==> src/design/dcache_pkg.sv <==
package dcache_pkg;

	// --------------------
	// memory transaction kinds
	// --------------------

	// MSG_NONE marks an entry that holds no miss
	typedef enum logic [1:0] {
		MSG_NONE    = 2'b00,
		MSG_READ    = 2'b01,
		MSG_WRITE   = 2'b10,
		MSG_UPGRADE = 2'b11
	} message_t;

	// --------------------
	// default sizes
	// --------------------

	// line address split
	localparam int DEF_TAG_W = 20;
	localparam int DEF_IDX_W = 6;

	// must be a power of two
	localparam int DEF_MSHR_NUM = 4;

	// requests allowed in flight to memory
	localparam int DEF_MEM_CREDITS = 2;

endpackage : dcache_pkg

==> src/design/dcache_mshr.sv <==
module dcache_mshr #(
	parameter int TAG_W       = dcache_pkg::DEF_TAG_W,
	parameter int IDX_W       = dcache_pkg::DEF_IDX_W,
	parameter int MSHR_NUM    = dcache_pkg::DEF_MSHR_NUM,
	parameter int MEM_CREDITS = dcache_pkg::DEF_MEM_CREDITS,
	localparam int MSHR_IDX_W = $clog2(MSHR_NUM)
) (
	input  logic                    clk,
	input  logic                    rst,

	// miss from the cache pipeline
	input  logic                    miss_i,
	input  logic [TAG_W-1:0]        miss_tag_i,
	input  logic [IDX_W-1:0]        miss_idx_i,
	input  dcache_pkg::message_t    miss_msg_i,

	// memory side
	output logic                    mem_req_o,
	output logic [TAG_W-1:0]        mem_req_tag_o,
	output logic [IDX_W-1:0]        mem_req_idx_o,
	output dcache_pkg::message_t    mem_req_msg_o,
	input  logic                    mem_rsp_i,

	// fill back to the cache
	output logic                    fill_o,
	output logic [TAG_W-1:0]        fill_tag_o,
	output logic [IDX_W-1:0]        fill_idx_o,
	output dcache_pkg::message_t    fill_msg_o,
	output logic [MSHR_IDX_W-1:0]   fill_iss_slot_o,

	// load and store queue lookups
	input  logic [TAG_W-1:0]        lq_tag_i,
	input  logic [IDX_W-1:0]        lq_idx_i,
	input  logic [TAG_W-1:0]        sq_tag_i,
	input  logic [IDX_W-1:0]        sq_idx_i,
	output logic                    lq_hit_o,
	output logic                    lq_fwd_o,
	output logic                    sq_hit_o,

	output logic                    mshr_full_o
);

	logic                   alloc;
	logic [MSHR_IDX_W-1:0]  alloc_slot;
	logic                   rsp_full;

	// a fill happens in the same cycle as the memory response
	assign fill_o      = mem_rsp_i;
	assign mshr_full_o = rsp_full;

	// --------------------
	// issue side
	// --------------------
	mshr_iss #(
		.TAG_W       (TAG_W),
		.IDX_W       (IDX_W),
		.MSHR_NUM    (MSHR_NUM),
		.MEM_CREDITS (MEM_CREDITS)
	) iss_i (
		.clk           (clk),
		.rst           (rst),
		.miss_i        (miss_i),
		.miss_tag_i    (miss_tag_i),
		.miss_idx_i    (miss_idx_i),
		.miss_msg_i    (miss_msg_i),
		.rsp_full_i    (rsp_full),
		.mem_rsp_i     (mem_rsp_i),
		.alloc_o       (alloc),
		.alloc_slot_o  (alloc_slot),
		.mem_req_o     (mem_req_o),
		.mem_req_tag_o (mem_req_tag_o),
		.mem_req_idx_o (mem_req_idx_o),
		.mem_req_msg_o (mem_req_msg_o)
	);

	// --------------------
	// response side
	// --------------------
	mshr_rsp #(
		.TAG_W    (TAG_W),
		.IDX_W    (IDX_W),
		.MSHR_NUM (MSHR_NUM)
	) rsp_i (
		.clk          (clk),
		.rst          (rst),
		.lq_tag_i     (lq_tag_i),
		.lq_idx_i     (lq_idx_i),
		.sq_tag_i     (sq_tag_i),
		.sq_idx_i     (sq_idx_i),
		.alloc_i      (alloc),
		.alloc_tag_i  (miss_tag_i),
		.alloc_idx_i  (miss_idx_i),
		.alloc_msg_i  (miss_msg_i),
		.alloc_slot_i (alloc_slot),
		.ack_i        (mem_rsp_i),
		.rsp_tag_o    (fill_tag_o),
		.rsp_idx_o    (fill_idx_o),
		.rsp_msg_o    (fill_msg_o),
		.rsp_slot_o   (fill_iss_slot_o),
		.lq_hit_o     (lq_hit_o),
		.lq_fwd_o     (lq_fwd_o),
		.sq_hit_o     (sq_hit_o),
		.full_o       (rsp_full)
	);

endmodule : dcache_mshr

==> src/design/mshr_iss.sv <==
module mshr_iss #(
	parameter int TAG_W       = dcache_pkg::DEF_TAG_W,
	parameter int IDX_W       = dcache_pkg::DEF_IDX_W,
	parameter int MSHR_NUM    = dcache_pkg::DEF_MSHR_NUM,
	parameter int MEM_CREDITS = dcache_pkg::DEF_MEM_CREDITS,
	localparam int MSHR_IDX_W = $clog2(MSHR_NUM),
	localparam int CRD_W      = $clog2(MEM_CREDITS + 1)
) (
	input  logic                    clk,
	input  logic                    rst,

	input  logic                    miss_i,
	input  logic [TAG_W-1:0]        miss_tag_i,
	input  logic [IDX_W-1:0]        miss_idx_i,
	input  dcache_pkg::message_t    miss_msg_i,
	input  logic                    rsp_full_i,
	input  logic                    mem_rsp_i,

	output logic                    alloc_o,
	output logic [MSHR_IDX_W-1:0]   alloc_slot_o,
	output logic                    mem_req_o,
	output logic [TAG_W-1:0]        mem_req_tag_o,
	output logic [IDX_W-1:0]        mem_req_idx_o,
	output dcache_pkg::message_t    mem_req_msg_o
);

	// entries waiting to be sent to memory
	logic [TAG_W-1:0]      tag_q [MSHR_NUM];
	logic [IDX_W-1:0]      idx_q [MSHR_NUM];
	dcache_pkg::message_t  msg_q [MSHR_NUM];

	// pointers carry the wrap bit in their msb
	logic [MSHR_IDX_W:0]   head_q;
	logic [MSHR_IDX_W:0]   tail_q;
	logic [CRD_W-1:0]      credits_q;

	logic                  buf_empty;
	logic                  buf_full;
	logic                  issue;

	// --------------------
	// allocate
	// --------------------
	assign buf_empty = (head_q == tail_q);
	assign buf_full  = (head_q[MSHR_IDX_W-1:0] == tail_q[MSHR_IDX_W-1:0]) &&
			   (head_q[MSHR_IDX_W] != tail_q[MSHR_IDX_W]);

	// the response queue is never smaller than this buffer, so its full flag is enough
	assign alloc_o      = miss_i & ~rsp_full_i;
	assign alloc_slot_o = tail_q[MSHR_IDX_W-1:0];

	always_ff @(posedge clk) begin
		if (alloc_o) begin
			tag_q[tail_q[MSHR_IDX_W-1:0]] <= miss_tag_i;
			idx_q[tail_q[MSHR_IDX_W-1:0]] <= miss_idx_i;
			msg_q[tail_q[MSHR_IDX_W-1:0]] <= miss_msg_i;
		end
	end

	// --------------------
	// issue under credits
	// --------------------

	// a credit coming back this cycle can be spent right away
	assign issue = ~buf_empty & ((credits_q != '0) | mem_rsp_i);

	always_ff @(posedge clk) begin
		if (rst) begin
			head_q    <= '0;
			tail_q    <= '0;
			credits_q <= CRD_W'(MEM_CREDITS);
			mem_req_o <= 1'b0;
		end else begin
			if (alloc_o)
				tail_q <= tail_q + 1'b1;
			if (issue)
				head_q <= head_q + 1'b1;
			mem_req_o <= issue;
			credits_q <= credits_q - CRD_W'(issue) + CRD_W'(mem_rsp_i);
		end
	end

	// request fields hold until the next issue
	always_ff @(posedge clk) begin
		if (issue) begin
			mem_req_tag_o <= tag_q[head_q[MSHR_IDX_W-1:0]];
			mem_req_idx_o <= idx_q[head_q[MSHR_IDX_W-1:0]];
			mem_req_msg_o <= msg_q[head_q[MSHR_IDX_W-1:0]];
		end
	end

	// --------------------
	// checks
	// --------------------
	a_no_alloc_full: assert property (@(posedge clk) disable iff (rst)
		alloc_o |-> !buf_full)
		else $error("mshr_iss accepted a miss while its buffer was full");

	// a response with nothing in flight pushes the count past its limit
	a_credit_max: assert property (@(posedge clk) disable iff (rst)
		credits_q <= CRD_W'(MEM_CREDITS))
		else $error("mshr_iss credit count above limit");

endmodule : mshr_iss

==> src/design/mshr_rsp.sv <==
module mshr_rsp #(
	parameter int TAG_W       = dcache_pkg::DEF_TAG_W,
	parameter int IDX_W       = dcache_pkg::DEF_IDX_W,
	parameter int MSHR_NUM    = dcache_pkg::DEF_MSHR_NUM,
	localparam int MSHR_IDX_W = $clog2(MSHR_NUM)
) (
	input  logic                    clk,
	input  logic                    rst,

	input  logic [TAG_W-1:0]        lq_tag_i,
	input  logic [IDX_W-1:0]        lq_idx_i,
	input  logic [TAG_W-1:0]        sq_tag_i,
	input  logic [IDX_W-1:0]        sq_idx_i,

	input  logic                    alloc_i,
	input  logic [TAG_W-1:0]        alloc_tag_i,
	input  logic [IDX_W-1:0]        alloc_idx_i,
	input  dcache_pkg::message_t    alloc_msg_i,
	input  logic [MSHR_IDX_W-1:0]   alloc_slot_i,

	input  logic                    ack_i,
	output logic [TAG_W-1:0]        rsp_tag_o,
	output logic [IDX_W-1:0]        rsp_idx_o,
	output dcache_pkg::message_t    rsp_msg_o,
	output logic [MSHR_IDX_W-1:0]   rsp_slot_o,

	output logic                    lq_hit_o,
	output logic                    lq_fwd_o,
	output logic                    sq_hit_o,
	output logic                    full_o
);

	logic [MSHR_NUM-1:0]    vld_q;
	logic [TAG_W-1:0]       tag_q [MSHR_NUM];
	logic [IDX_W-1:0]       idx_q [MSHR_NUM];
	dcache_pkg::message_t   msg_q [MSHR_NUM];
	logic [MSHR_IDX_W-1:0]  slot_q [MSHR_NUM];

	// tail allocates, head releases; msb is the wrap bit
	logic [MSHR_IDX_W:0]    head_q;
	logic [MSHR_IDX_W:0]    tail_q;
	logic [MSHR_IDX_W-1:0]  head_ptr;
	logic [MSHR_IDX_W-1:0]  tail_ptr;
	logic                   empty;

	assign head_ptr = head_q[MSHR_IDX_W-1:0];
	assign tail_ptr = tail_q[MSHR_IDX_W-1:0];

	assign empty  = (head_q == tail_q);
	assign full_o = (head_ptr == tail_ptr) && (head_q[MSHR_IDX_W] != tail_q[MSHR_IDX_W]);

	// --------------------
	// lookups
	// --------------------

	// forward only when the matching line is the next one to fill
	always_comb begin
		lq_hit_o = 1'b0;
		lq_fwd_o = 1'b0;
		for (int i = 0; i < MSHR_NUM; i++) begin
			if (vld_q[i] && tag_q[i] == lq_tag_i && idx_q[i] == lq_idx_i) begin
				lq_hit_o = 1'b1;
				if (head_ptr == MSHR_IDX_W'(i))
					lq_fwd_o = 1'b1;
			end
		end
	end

	always_comb begin
		sq_hit_o = 1'b0;
		for (int i = 0; i < MSHR_NUM; i++) begin
			if (vld_q[i] && tag_q[i] == sq_tag_i && idx_q[i] == sq_idx_i)
				sq_hit_o = 1'b1;
		end
	end

	// --------------------
	// response side
	// --------------------

	// memory answers in order, so the head is always the entry being filled
	assign rsp_tag_o  = tag_q[head_ptr];
	assign rsp_idx_o  = idx_q[head_ptr];
	assign rsp_msg_o  = msg_q[head_ptr];
	assign rsp_slot_o = slot_q[head_ptr];

	always_ff @(posedge clk) begin
		if (rst) begin
			vld_q  <= '0;
			head_q <= '0;
			tail_q <= '0;
		end else begin
			if (alloc_i) begin
				vld_q[tail_ptr] <= 1'b1;
				tail_q          <= tail_q + 1'b1;
			end
			if (ack_i) begin
				vld_q[head_ptr] <= 1'b0;
				head_q          <= head_q + 1'b1;
			end
		end
	end

	// entry fields; a retired entry goes back to zero and MSG_NONE
	always_ff @(posedge clk) begin
		if (alloc_i) begin
			tag_q[tail_ptr]  <= alloc_tag_i;
			idx_q[tail_ptr]  <= alloc_idx_i;
			msg_q[tail_ptr]  <= alloc_msg_i;
			slot_q[tail_ptr] <= alloc_slot_i;
		end
		if (ack_i) begin
			tag_q[head_ptr]  <= '0;
			idx_q[head_ptr]  <= '0;
			msg_q[head_ptr]  <= dcache_pkg::MSG_NONE;
			slot_q[head_ptr] <= '0;
		end
	end

	// --------------------
	// checks
	// --------------------
	a_no_alloc_full: assert property (@(posedge clk) disable iff (rst)
		alloc_i |-> !full_o)
		else $error("mshr_rsp allocation while full");

	// the memory side must not answer a request that was never made
	a_no_ack_empty: assert property (@(posedge clk) disable iff (rst)
		ack_i |-> !empty)
		else $error("mshr_rsp response with no pending entry");

endmodule : mshr_rsp

==> config.mk <==
export PLATFORM = sky130hd
export DESIGN_NAME = dcache_mshr
export DESIGN_NICKNAME = d
export VERILOG_FILES = /design/src/design/dcache_pkg.sv /design/src/design/dcache_mshr.sv /design/src/design/mshr_iss.sv /design/src/design/mshr_rsp.sv
export SDC_FILE = /design/constraint.sdc
export NUM_CORES = 1
export LEC_CHECK = 0
export ABC_AREA = 1
export ABC_CLOCK_PERIOD_IN_PS = 4100
export BUFFER_PORTS_ARGS = -buffer_cell sky130_fd_sc_hd__clkbuf_2
export CELL_PAD_IN_SITES_DETAIL_PLACEMENT = 0
export CELL_PAD_IN_SITES_GLOBAL_PLACEMENT = 2
export CORE_MARGIN = 10
export CORE_UTILIZATION = 30
export CTS_CLUSTER_SIZE = 24
export DETAILED_ROUTE_END_ITERATION = 12
export GPL_ROUTABILITY_DRIVEN = 0
export GPL_TIMING_DRIVEN = 0
export HOLD_SLACK_MARGIN = 0.03
export PLACE_DENSITY = 0.77
export SETUP_SLACK_MARGIN = 0.5
export SLEW_MARGIN = 25
export SYNTH_ARGS = -nofsm -noshare
export SYNTH_HDL_FRONTEND = slang
export SYNTH_HIERARCHICAL = 1
export SYNTH_SLANG_ARGS = --single-unit
==> constraint.sdc <==
create_clock -name clk -period 4.1 [get_ports clk]
set_input_delay 0.205 -clock clk [delete_from_list [all_inputs] [get_ports clk]]
set_output_delay 0.205 -clock clk [all_outputs]
set_load 0.05 [all_outputs]
==> results of run 1 <==
==> power by group through the flow <==
stage | Sequential [mW] | Clock [mW] | Combinational [mW]
finish | 4.43 | 2.96 | 4.64
global placement | 4.44 | 0 | 4.49
CTS | 4.39 | 3.02 | 4.55
floorplan | 4.75 | 0 | 2.45
detailed placement | 4.44 | 0 | 4.53
global route | 4.49 | 3.12 | 4.96
==> layout by cell type (no fill, tap or decap), types with 35 or more instances in the layout <==
master     count
clkbuf_1      48
a21oi_1      177
o21ai_0      243
nand2_1      439
o22ai_1       57
edfxtp_1     140
inv_1        150
clkbuf_16     35
dfxtp_1      141
clkbuf_2     145
nor2_1       255
==> cells by family (layout without fill, tap and decap cells) <==
family | count (synthesis) | after routing | share of synthesized area
AOI/OAI and AO/OA | 497 | 497 | 0.1831
xor gates and xnor gates | 40 | 40 | 0.02488
adders and majority gates | 15 | 15 | 0.01333
buffers and inverters | 255 | 477 | 0.07438
DFF | 281 | 281 | 0.4991
other | 0 | 3 | 0
and+or+nand+nor | 745 | 745 | 0.2053
==> state kept, by name, summed over array words and instances (netlist names), named ones only <==
register             flops
iss_i/mem_req_idx_o      6
rsp_i/tail_q             3
rsp_i/vld_q              4
iss_i/mem_req_msg_o      2
iss_i/msg_q              8
rsp_i/head_q             3
rsp_i/idx_q             24
iss_i/mem_req_tag_o     20
iss_i/head_q             3
iss_i/credits_q          2
iss_i/mem_req_o          1
iss_i/tail_q             3
iss_i/tag_q             80
rsp_i/msg_q              8
iss_i/idx_q             24
rsp_i/slot_q             8
rsp_i/tag_q             80
==> how the worst max path moves through the flow <==
stage	depth (start not counted)	slack, ns	startpoint	endpoint
finish	6	0.77	flop	fill_tag_o[4]
global route	6	0.68	flop	fill_tag_o[4]
CTS	6	0.88	flop	fill_tag_o[4]
detailed placement	6	1.48	flop	fill_tag_o[4]
global placement	5	0.45	rsp_i/head_q[0]$_SDFFE_PP0P_	iss_i/tag_q[0][10]$_DFFE_PP_
floorplan	5	1.43	rsp_i/tail_q[0]$_SDFFE_PP0P_	iss_i/idx_q[0][0]$_DFFE_PP_
==> repair_timing <==
action / 4_1_cts / 5_1_grt
resized for setup: 0 / 0
hold buffers: 14 / 0
hold endpoints to repair: 57 / 0
==> metal layers <==
metal,global-route usage,part of all wire,vias up
met4,0.08531,0.031,2
li1,-,-,6459
met5,0,0.00014,-
met1,0.3367,0.44,6901
met2,0.3587,0.43,807
met3,0.05129,0.099,123
==> per-stage QoR <==
stage	utilization	cell area, µm²
detailed placement	0.3379	15700
global route	0.3637	16900
CTS	0.3636	16890
global placement	0.3349	15560
floorplan	-	14080
finish	0.3638	16900
==> final cells by class <==
class,count,area (µm²),share of cell area
Sequential cell,281,7027,0.4158
Tap cell,607,759.5,0.04494
Inverter,177,664.4,0.03931
Antenna cell,3,7.507,0.0004442
Timing Repair Buffer,162,970.9,0.05745
Clock inverter,14,117.6,0.006959
Buffer,78,382.9,0.02265
Multi-Input combinational cell,1297,6033,0.3570
Clock buffer,46,937.1,0.05545
==> worst max-delay path: cells and delay by family, from the launching register on <==
kind	cells	cell delay, ns
buffers and inverters	3	1.40
AOI/OAI and AO/OA	3	0.66
DFF	1	0.50
==> flow_metrics.env, run 1 <==
export IMPL_drt_total_wl_mm=70.41
export IMPL_fin_ws_ns=0.7672
export IMPL_fin_crit_ns=3.333
export IMPL_fillers=5013
export IMPL_layout_nets=2131
export IMPL_cts_sinks=281
export IMPL_power_share_sequential=0.368
export IMPL_p_clk_frac=0.246
export IMPL_slowest_stage="buf_1"
export IMPL_hold_end="iss_i/tag_q[1][8]$_DFFE_PP_"
export IMPL_min_path_type="input port to flop"
export IMPL_combPwrFrac=0.386
export IMPL_synthTopCellsByCount="439 x nand2_1, 258 x nor2_1, 243 x o21ai_0"
export IMPL_synth_fp_nets=1932
export IMPL_cp_start_kind="flop"
export IMPL_finalHoldViolCount=0
export IMPL_worstSetupEndpointType="primary output"
export IMPL_vdd_drop_max_mv=0.3806
export IMPL_ys_warn_count=6
export IMPL_die_w_um=236.6
export IMPL_worstSkewPairLatency_ns=0.55
export IMPL_p_sw_mw=5.374
export IMPL_power_mw=12.02
export IMPL_synth_seq_cells=281
export IMPL_start_util=0.3031
export IMPL_reg2reg_setup_slack_ns=1.33
export IMPL_overflow=0
export IMPL_clockBufferDepth=3
export IMPL_cts_setup_buffers=0
export IMPL_fin_crit_sh=0.8129
export IMPL_internal_power_mw=6.645
export IMPL_synth_most_common_cell="nand2_1"
export IMPL_postSynthAreaPerCell_um2=7.681
export IMPL_worst_hold_slack_ns=0.05508
export IMPL_fin_cells=2665
export IMPL_grt_use_total=0.2409
export IMPL_die_h_um=236.6
export IMPL_area_growth_pct=20.03
export IMPL_ant_nets=0
export IMPL_synthFlopType="dfxtp_1"
export IMPL_ys_seq_area_frac=0.4991
export IMPL_yosysTopAreaCell="edfxtp_1"
export IMPL_required_ns=3.89
export IMPL_path_cells="clkinv_1 > buf_1 > o21ai_0 > a21oi_1 > a21oi_1 > clkbuf_2"
export IMPL_grt_max_degree=30
export IMPL_dpl_worst_slack_ns=1.482
export IMPL_viasPerCell=5.363
export IMPL_port_buffers=144
export IMPL_status="finished, final reports clean"
export IMPL_cp_common_cell="a21oi_1"
export IMPL_hp_start="miss_tag_i[8]"
export IMPL_drive_above_1_share=0.1299
export IMPL_cts_tree="yes"
export IMPL_r2r_end="rsp_i/tag_q[2][19]$_SDFFE_PP0P_"
export IMPL_hpwl_mm=53.35
export IMPL_num_rows=79
export IMPL_dieArea_um2=56000
export IMPL_r2r_cells=8
export IMPL_wl_per_cell_um=26.42
export IMPL_slew_viol_final=0
export IMPL_antenna_found_initial=4
export IMPL_critical_path_class="flop to primary output"
export IMPL_drt_first_pass_iters=6
export IMPL_reg2reg_from="rsp_i/head_q[1]$_SDFFE_PP0P_"
export IMPL_dp_cells=2588
export IMPL_rsz0062_at_grt="false"
export IMPL_slowest_delay_ns=0.55
export IMPL_power_density_nw_per_um2=711.2
export IMPL_synth_cell_types=32
export IMPL_netlist_instances=1833
export IMPL_drv_cap=0
export IMPL_setup_tns_ns=0
export IMPL_core_area_um2=46460
export IMPL_drt_initial_drc_count=1838
export IMPL_worstPathMaxFanout=10
export IMPL_synth_edf_count=140
export IMPL_relSlewSlack=0.2288
export IMPL_drcViolationCount=0
export IMPL_cts_root_buf="clkbuf_16"
export IMPL_cts_buffers=35
export IMPL_cp_arrival_ns=3.13
export IMPL_synth_area_um2=14080
export IMPL_async_flop_share=0
export IMPL_min_path_cells=1
export IMPL_clk_pin_slew_ns=0.06
export IMPL_yosys_top_cells_area="edfxtp_1 30%, dfxtp_1 20%, nand2_1 12%, o21ai_0 8.6%, nor2_1 6.9%"
export IMPL_max_freq_mhz=300.0
export IMPL_yosysTopAreaCellShare=0.2986
export IMPL_setup_viol=0
export IMPL_grt_pass1_wl_mm=98.36
export IMPL_worst_clock_skew_ns=0.01458
export IMPL_swShare=0.4471
export IMPL_grt_pass1_vias=13349
export IMPL_ios=148
export IMPL_ctsHtreeMaxLevel=2
export IMPL_power_leakage_nw=7.361
export IMPL_worstMarginPinSlew_ns=1.157
export IMPL_vias=14292
(Power assumes the default switching activity.)
==> inputs of run 2 (changes only) <==
--- a/config.mk
+++ b/config.mk
@@ -6,7 +6,7 @@
 export NUM_CORES = 1
 export LEC_CHECK = 0
 export ABC_AREA = 1
-export ABC_CLOCK_PERIOD_IN_PS = 4100
+export ABC_CLOCK_PERIOD_IN_PS = 2700
 export BUFFER_PORTS_ARGS = -buffer_cell sky130_fd_sc_hd__clkbuf_2
 export CELL_PAD_IN_SITES_DETAIL_PLACEMENT = 0
 export CELL_PAD_IN_SITES_GLOBAL_PLACEMENT = 2
@@ -17,7 +17,7 @@
 export GPL_ROUTABILITY_DRIVEN = 0
 export GPL_TIMING_DRIVEN = 0
 export HOLD_SLACK_MARGIN = 0.03
-export PLACE_DENSITY = 0.77
+export PLACE_DENSITY = 0.8
 export SETUP_SLACK_MARGIN = 0.5
 export SLEW_MARGIN = 25
 export SYNTH_ARGS = -nofsm -noshare
==> constraint.sdc (replaced) <==
create_clock -name clk -period 2.7 [get_ports clk]
set_input_delay 0.135 -clock clk [delete_from_list [all_inputs] [get_ports clk]]
set_output_delay 0.135 -clock clk [all_outputs]
set_load 0.05 [all_outputs]
==> run 2 against run 1 <==
  * Critical path depth rose by 3
  * Routed wire length down 2.0%
  * Non-clock buffer count is 30 higher
  * Count of clock-buffer cells in the layout shrank 3
  * Sequential power is 54% higher
  * Register-to-register slack lost 0.82 ns
  * Via count is 0.41% higher
==> flow_metrics.env, run 2 (same netlist as run 1, synthesis figures left out) <==
export IMPL_viasPerCell=5.329
export IMPL_mostFrequentLayoutCells="405 x nand2_1, 235 x o21ai_0, 232 x nor2_1"
export IMPL_cp_arrival_ns=2.21
export IMPL_drt_first_pass_iters=6
export IMPL_drt_initial_drc_count=2153
export IMPL_ios=148
export IMPL_worstMarginPinSlew_ns=0.9618
export IMPL_fin_crit_ns=2.347
export IMPL_layout_commonest_cell="nand2_1"
export IMPL_drv_cap=0
export IMPL_grt_use_total=0.2368
export IMPL_top_regs="iss_i/tag_q (80), rsp_i/tag_q (80)"
export IMPL_clockBufferDepth=3
export IMPL_grt_use_met3=0.05685
export IMPL_grt_pass1_vias=13441
export IMPL_status="finished, final reports clean"
export IMPL_core_area_um2=46460
export IMPL_vias=14350
export IMPL_antenna_found_initial=4
export IMPL_drive_above_1_share=0.2298
export IMPL_worstSkewPairLatency_ns=0.56
export IMPL_grt_max_degree=19
export IMPL_critical_path_class="flop to primary output"
export IMPL_fin_cells=2693
export IMPL_busiest_layer="met2"
export IMPL_die_h_um=236.6
export IMPL_fin_crit_sh=0.8693
export IMPL_setup_viol=0
export IMPL_clk_pin_slew_ns=0.06
export IMPL_min_path_type="input port to flop"
export IMPL_power_mw=18.98
export IMPL_cts_sinks=281
export IMPL_drt_total_wl_mm=68.98
export IMPL_drcViolationCount=0
export IMPL_worst_hold_slack_ns=0.09638
export IMPL_groute_layer_met1_usage=0.3230
export IMPL_worst_clock_skew_ns=0.02041
export IMPL_use_met2=0.3583
export IMPL_ant_nets=0
export IMPL_port_buffers=144
export IMPL_hpwl_mm=52.62
export IMPL_rsz0062_at_grt="true"
export IMPL_die_w_um=236.6
export IMPL_ctsHtreeMaxLevel=2
export IMPL_worstPathMaxFanout=4
export IMPL_grt_pass1_wl_mm=96.90
export IMPL_dp_cells=2588
export IMPL_wl_per_cell_um=25.61
export IMPL_overflow=0
export IMPL_power_leakage_nw=7.741
export IMPL_cts_tree="yes"
export IMPL_area_growth_pct=28.05
export IMPL_cts_root_buf="clkbuf_16"
export IMPL_start_util=0.3031
export IMPL_worstSetupEndpointType="primary output"
export IMPL_required_ns=2.57
export IMPL_power_density_nw_per_um2=1053
export IMPL_max_freq_mhz=426.0
export IMPL_finalHoldViolCount=0
export IMPL_cp_start_kind="flop"
export IMPL_num_rows=79
export IMPL_relSlewSlack=0.3588
export IMPL_layout_nets=2161
export IMPL_slew_viol_final=0
export IMPL_vdd_drop_max_mv=0.4587
export IMPL_cts_buffers=34
export IMPL_dieArea_um2=56000
-- run 2: changes by cell type in the layout (fill, tap and decap cells not counted), moves of 20 or more --
cell,previous run,this run
clkbuf_1,48,21
clkbuf_2,145,123
clkbuf_4,0,20
dfxtp_1,141,87
dfxtp_2,0,40
inv_1,150,119
inv_2,23,49
nand2_1,439,405
nand2_2,3,29
nor2_1,255,232
-- run 2: through the flow --
stage               utilization  TNS [ns]  worst slack, ns  cell area, µm²
floorplan                     -         0           0.5243           14100
global placement         0.3353    -6.817          -0.1352           15580
detailed placement       0.3381  -0.02905         -0.02905           15710
CTS                      0.3793         0           0.1418           17620
global route             0.3880         0           0.2800           18020
finish                   0.3881         0           0.3528           18030
-- run 2: cell type report --
type / instances / area, µm²
multi-input combinational: 1297 / 6380
tap: 607 / 759.5
fill: 4907 / 28430
antenna: 2 / 5.005
sequential: 281 / 7129
clock inverter: 15 / 133.9
inverter: 177 / 688.2
timing repair inverter: 1 / 7.507
clock buffer: 43 / 904.6
timing repair buffer: 192 / 1446
buffer: 78 / 574.3
-- run 2: timing repair --
action                     4_1_cts  5_1_grt
buffers inserted                 6        8
hold endpoints to repair       130        0
setup endpoints to repair      128      155
gates cloned                     1        0
resized for setup              174      188
hold buffers                    30        0
pin swaps                        9       27
-- run 2: path summary, 6_finish.rpt --
kind,startpoint,end,slack [ns],cells past startpoint
setup / recovery,rsp_i/tag_q[2][17]$_SDFFE_PP0P_,sq_hit_o,0.35,9
hold / removal,miss_i,iss_i/tail_q[1]$_SDFFE_PP0P_,0.1,5
setup reg to reg,rsp_i/head_q[1]$_SDFFE_PP0P_,rsp_i/tag_q[1][5]$_SDFFE_PP0P_,0.51,6
hold reg to reg,rsp_i/msg_q[2][0]$_SDFFE_PP0P_,rsp_i/msg_q[2][0]$_SDFFE_PP0P_,0.47,2
-- run 2: per-layer routing --
layer | part of all wire | vias to the layer above
met5 | 0 | -
met4 | 0.036 | 0
met3 | 0.11 | 141
met2 | 0.43 | 844
met1 | 0.42 | 6824
li1 | - | 6541
-- run 2: power by group --
part           total [mW]  switching (mW)  internal [mW]
Sequential           6.83            1.02           5.81
Clock                4.42            1.92           2.49
Combinational        7.73            5.46           2.27
Total                19.0            8.40           10.6
-- run 2: worst max-delay path, stage by stage, from the launching register on --
cell,delay (ns)
dfxtp_2,0.36
inv_4,0.06
nand2_2,0.07
nand4_1,0.15
nor3_2,0.36
nand3_1,0.19
nor2_1,0.12
nor2_1,0.06
nand2_2,0.11
clkbuf_16,0.17
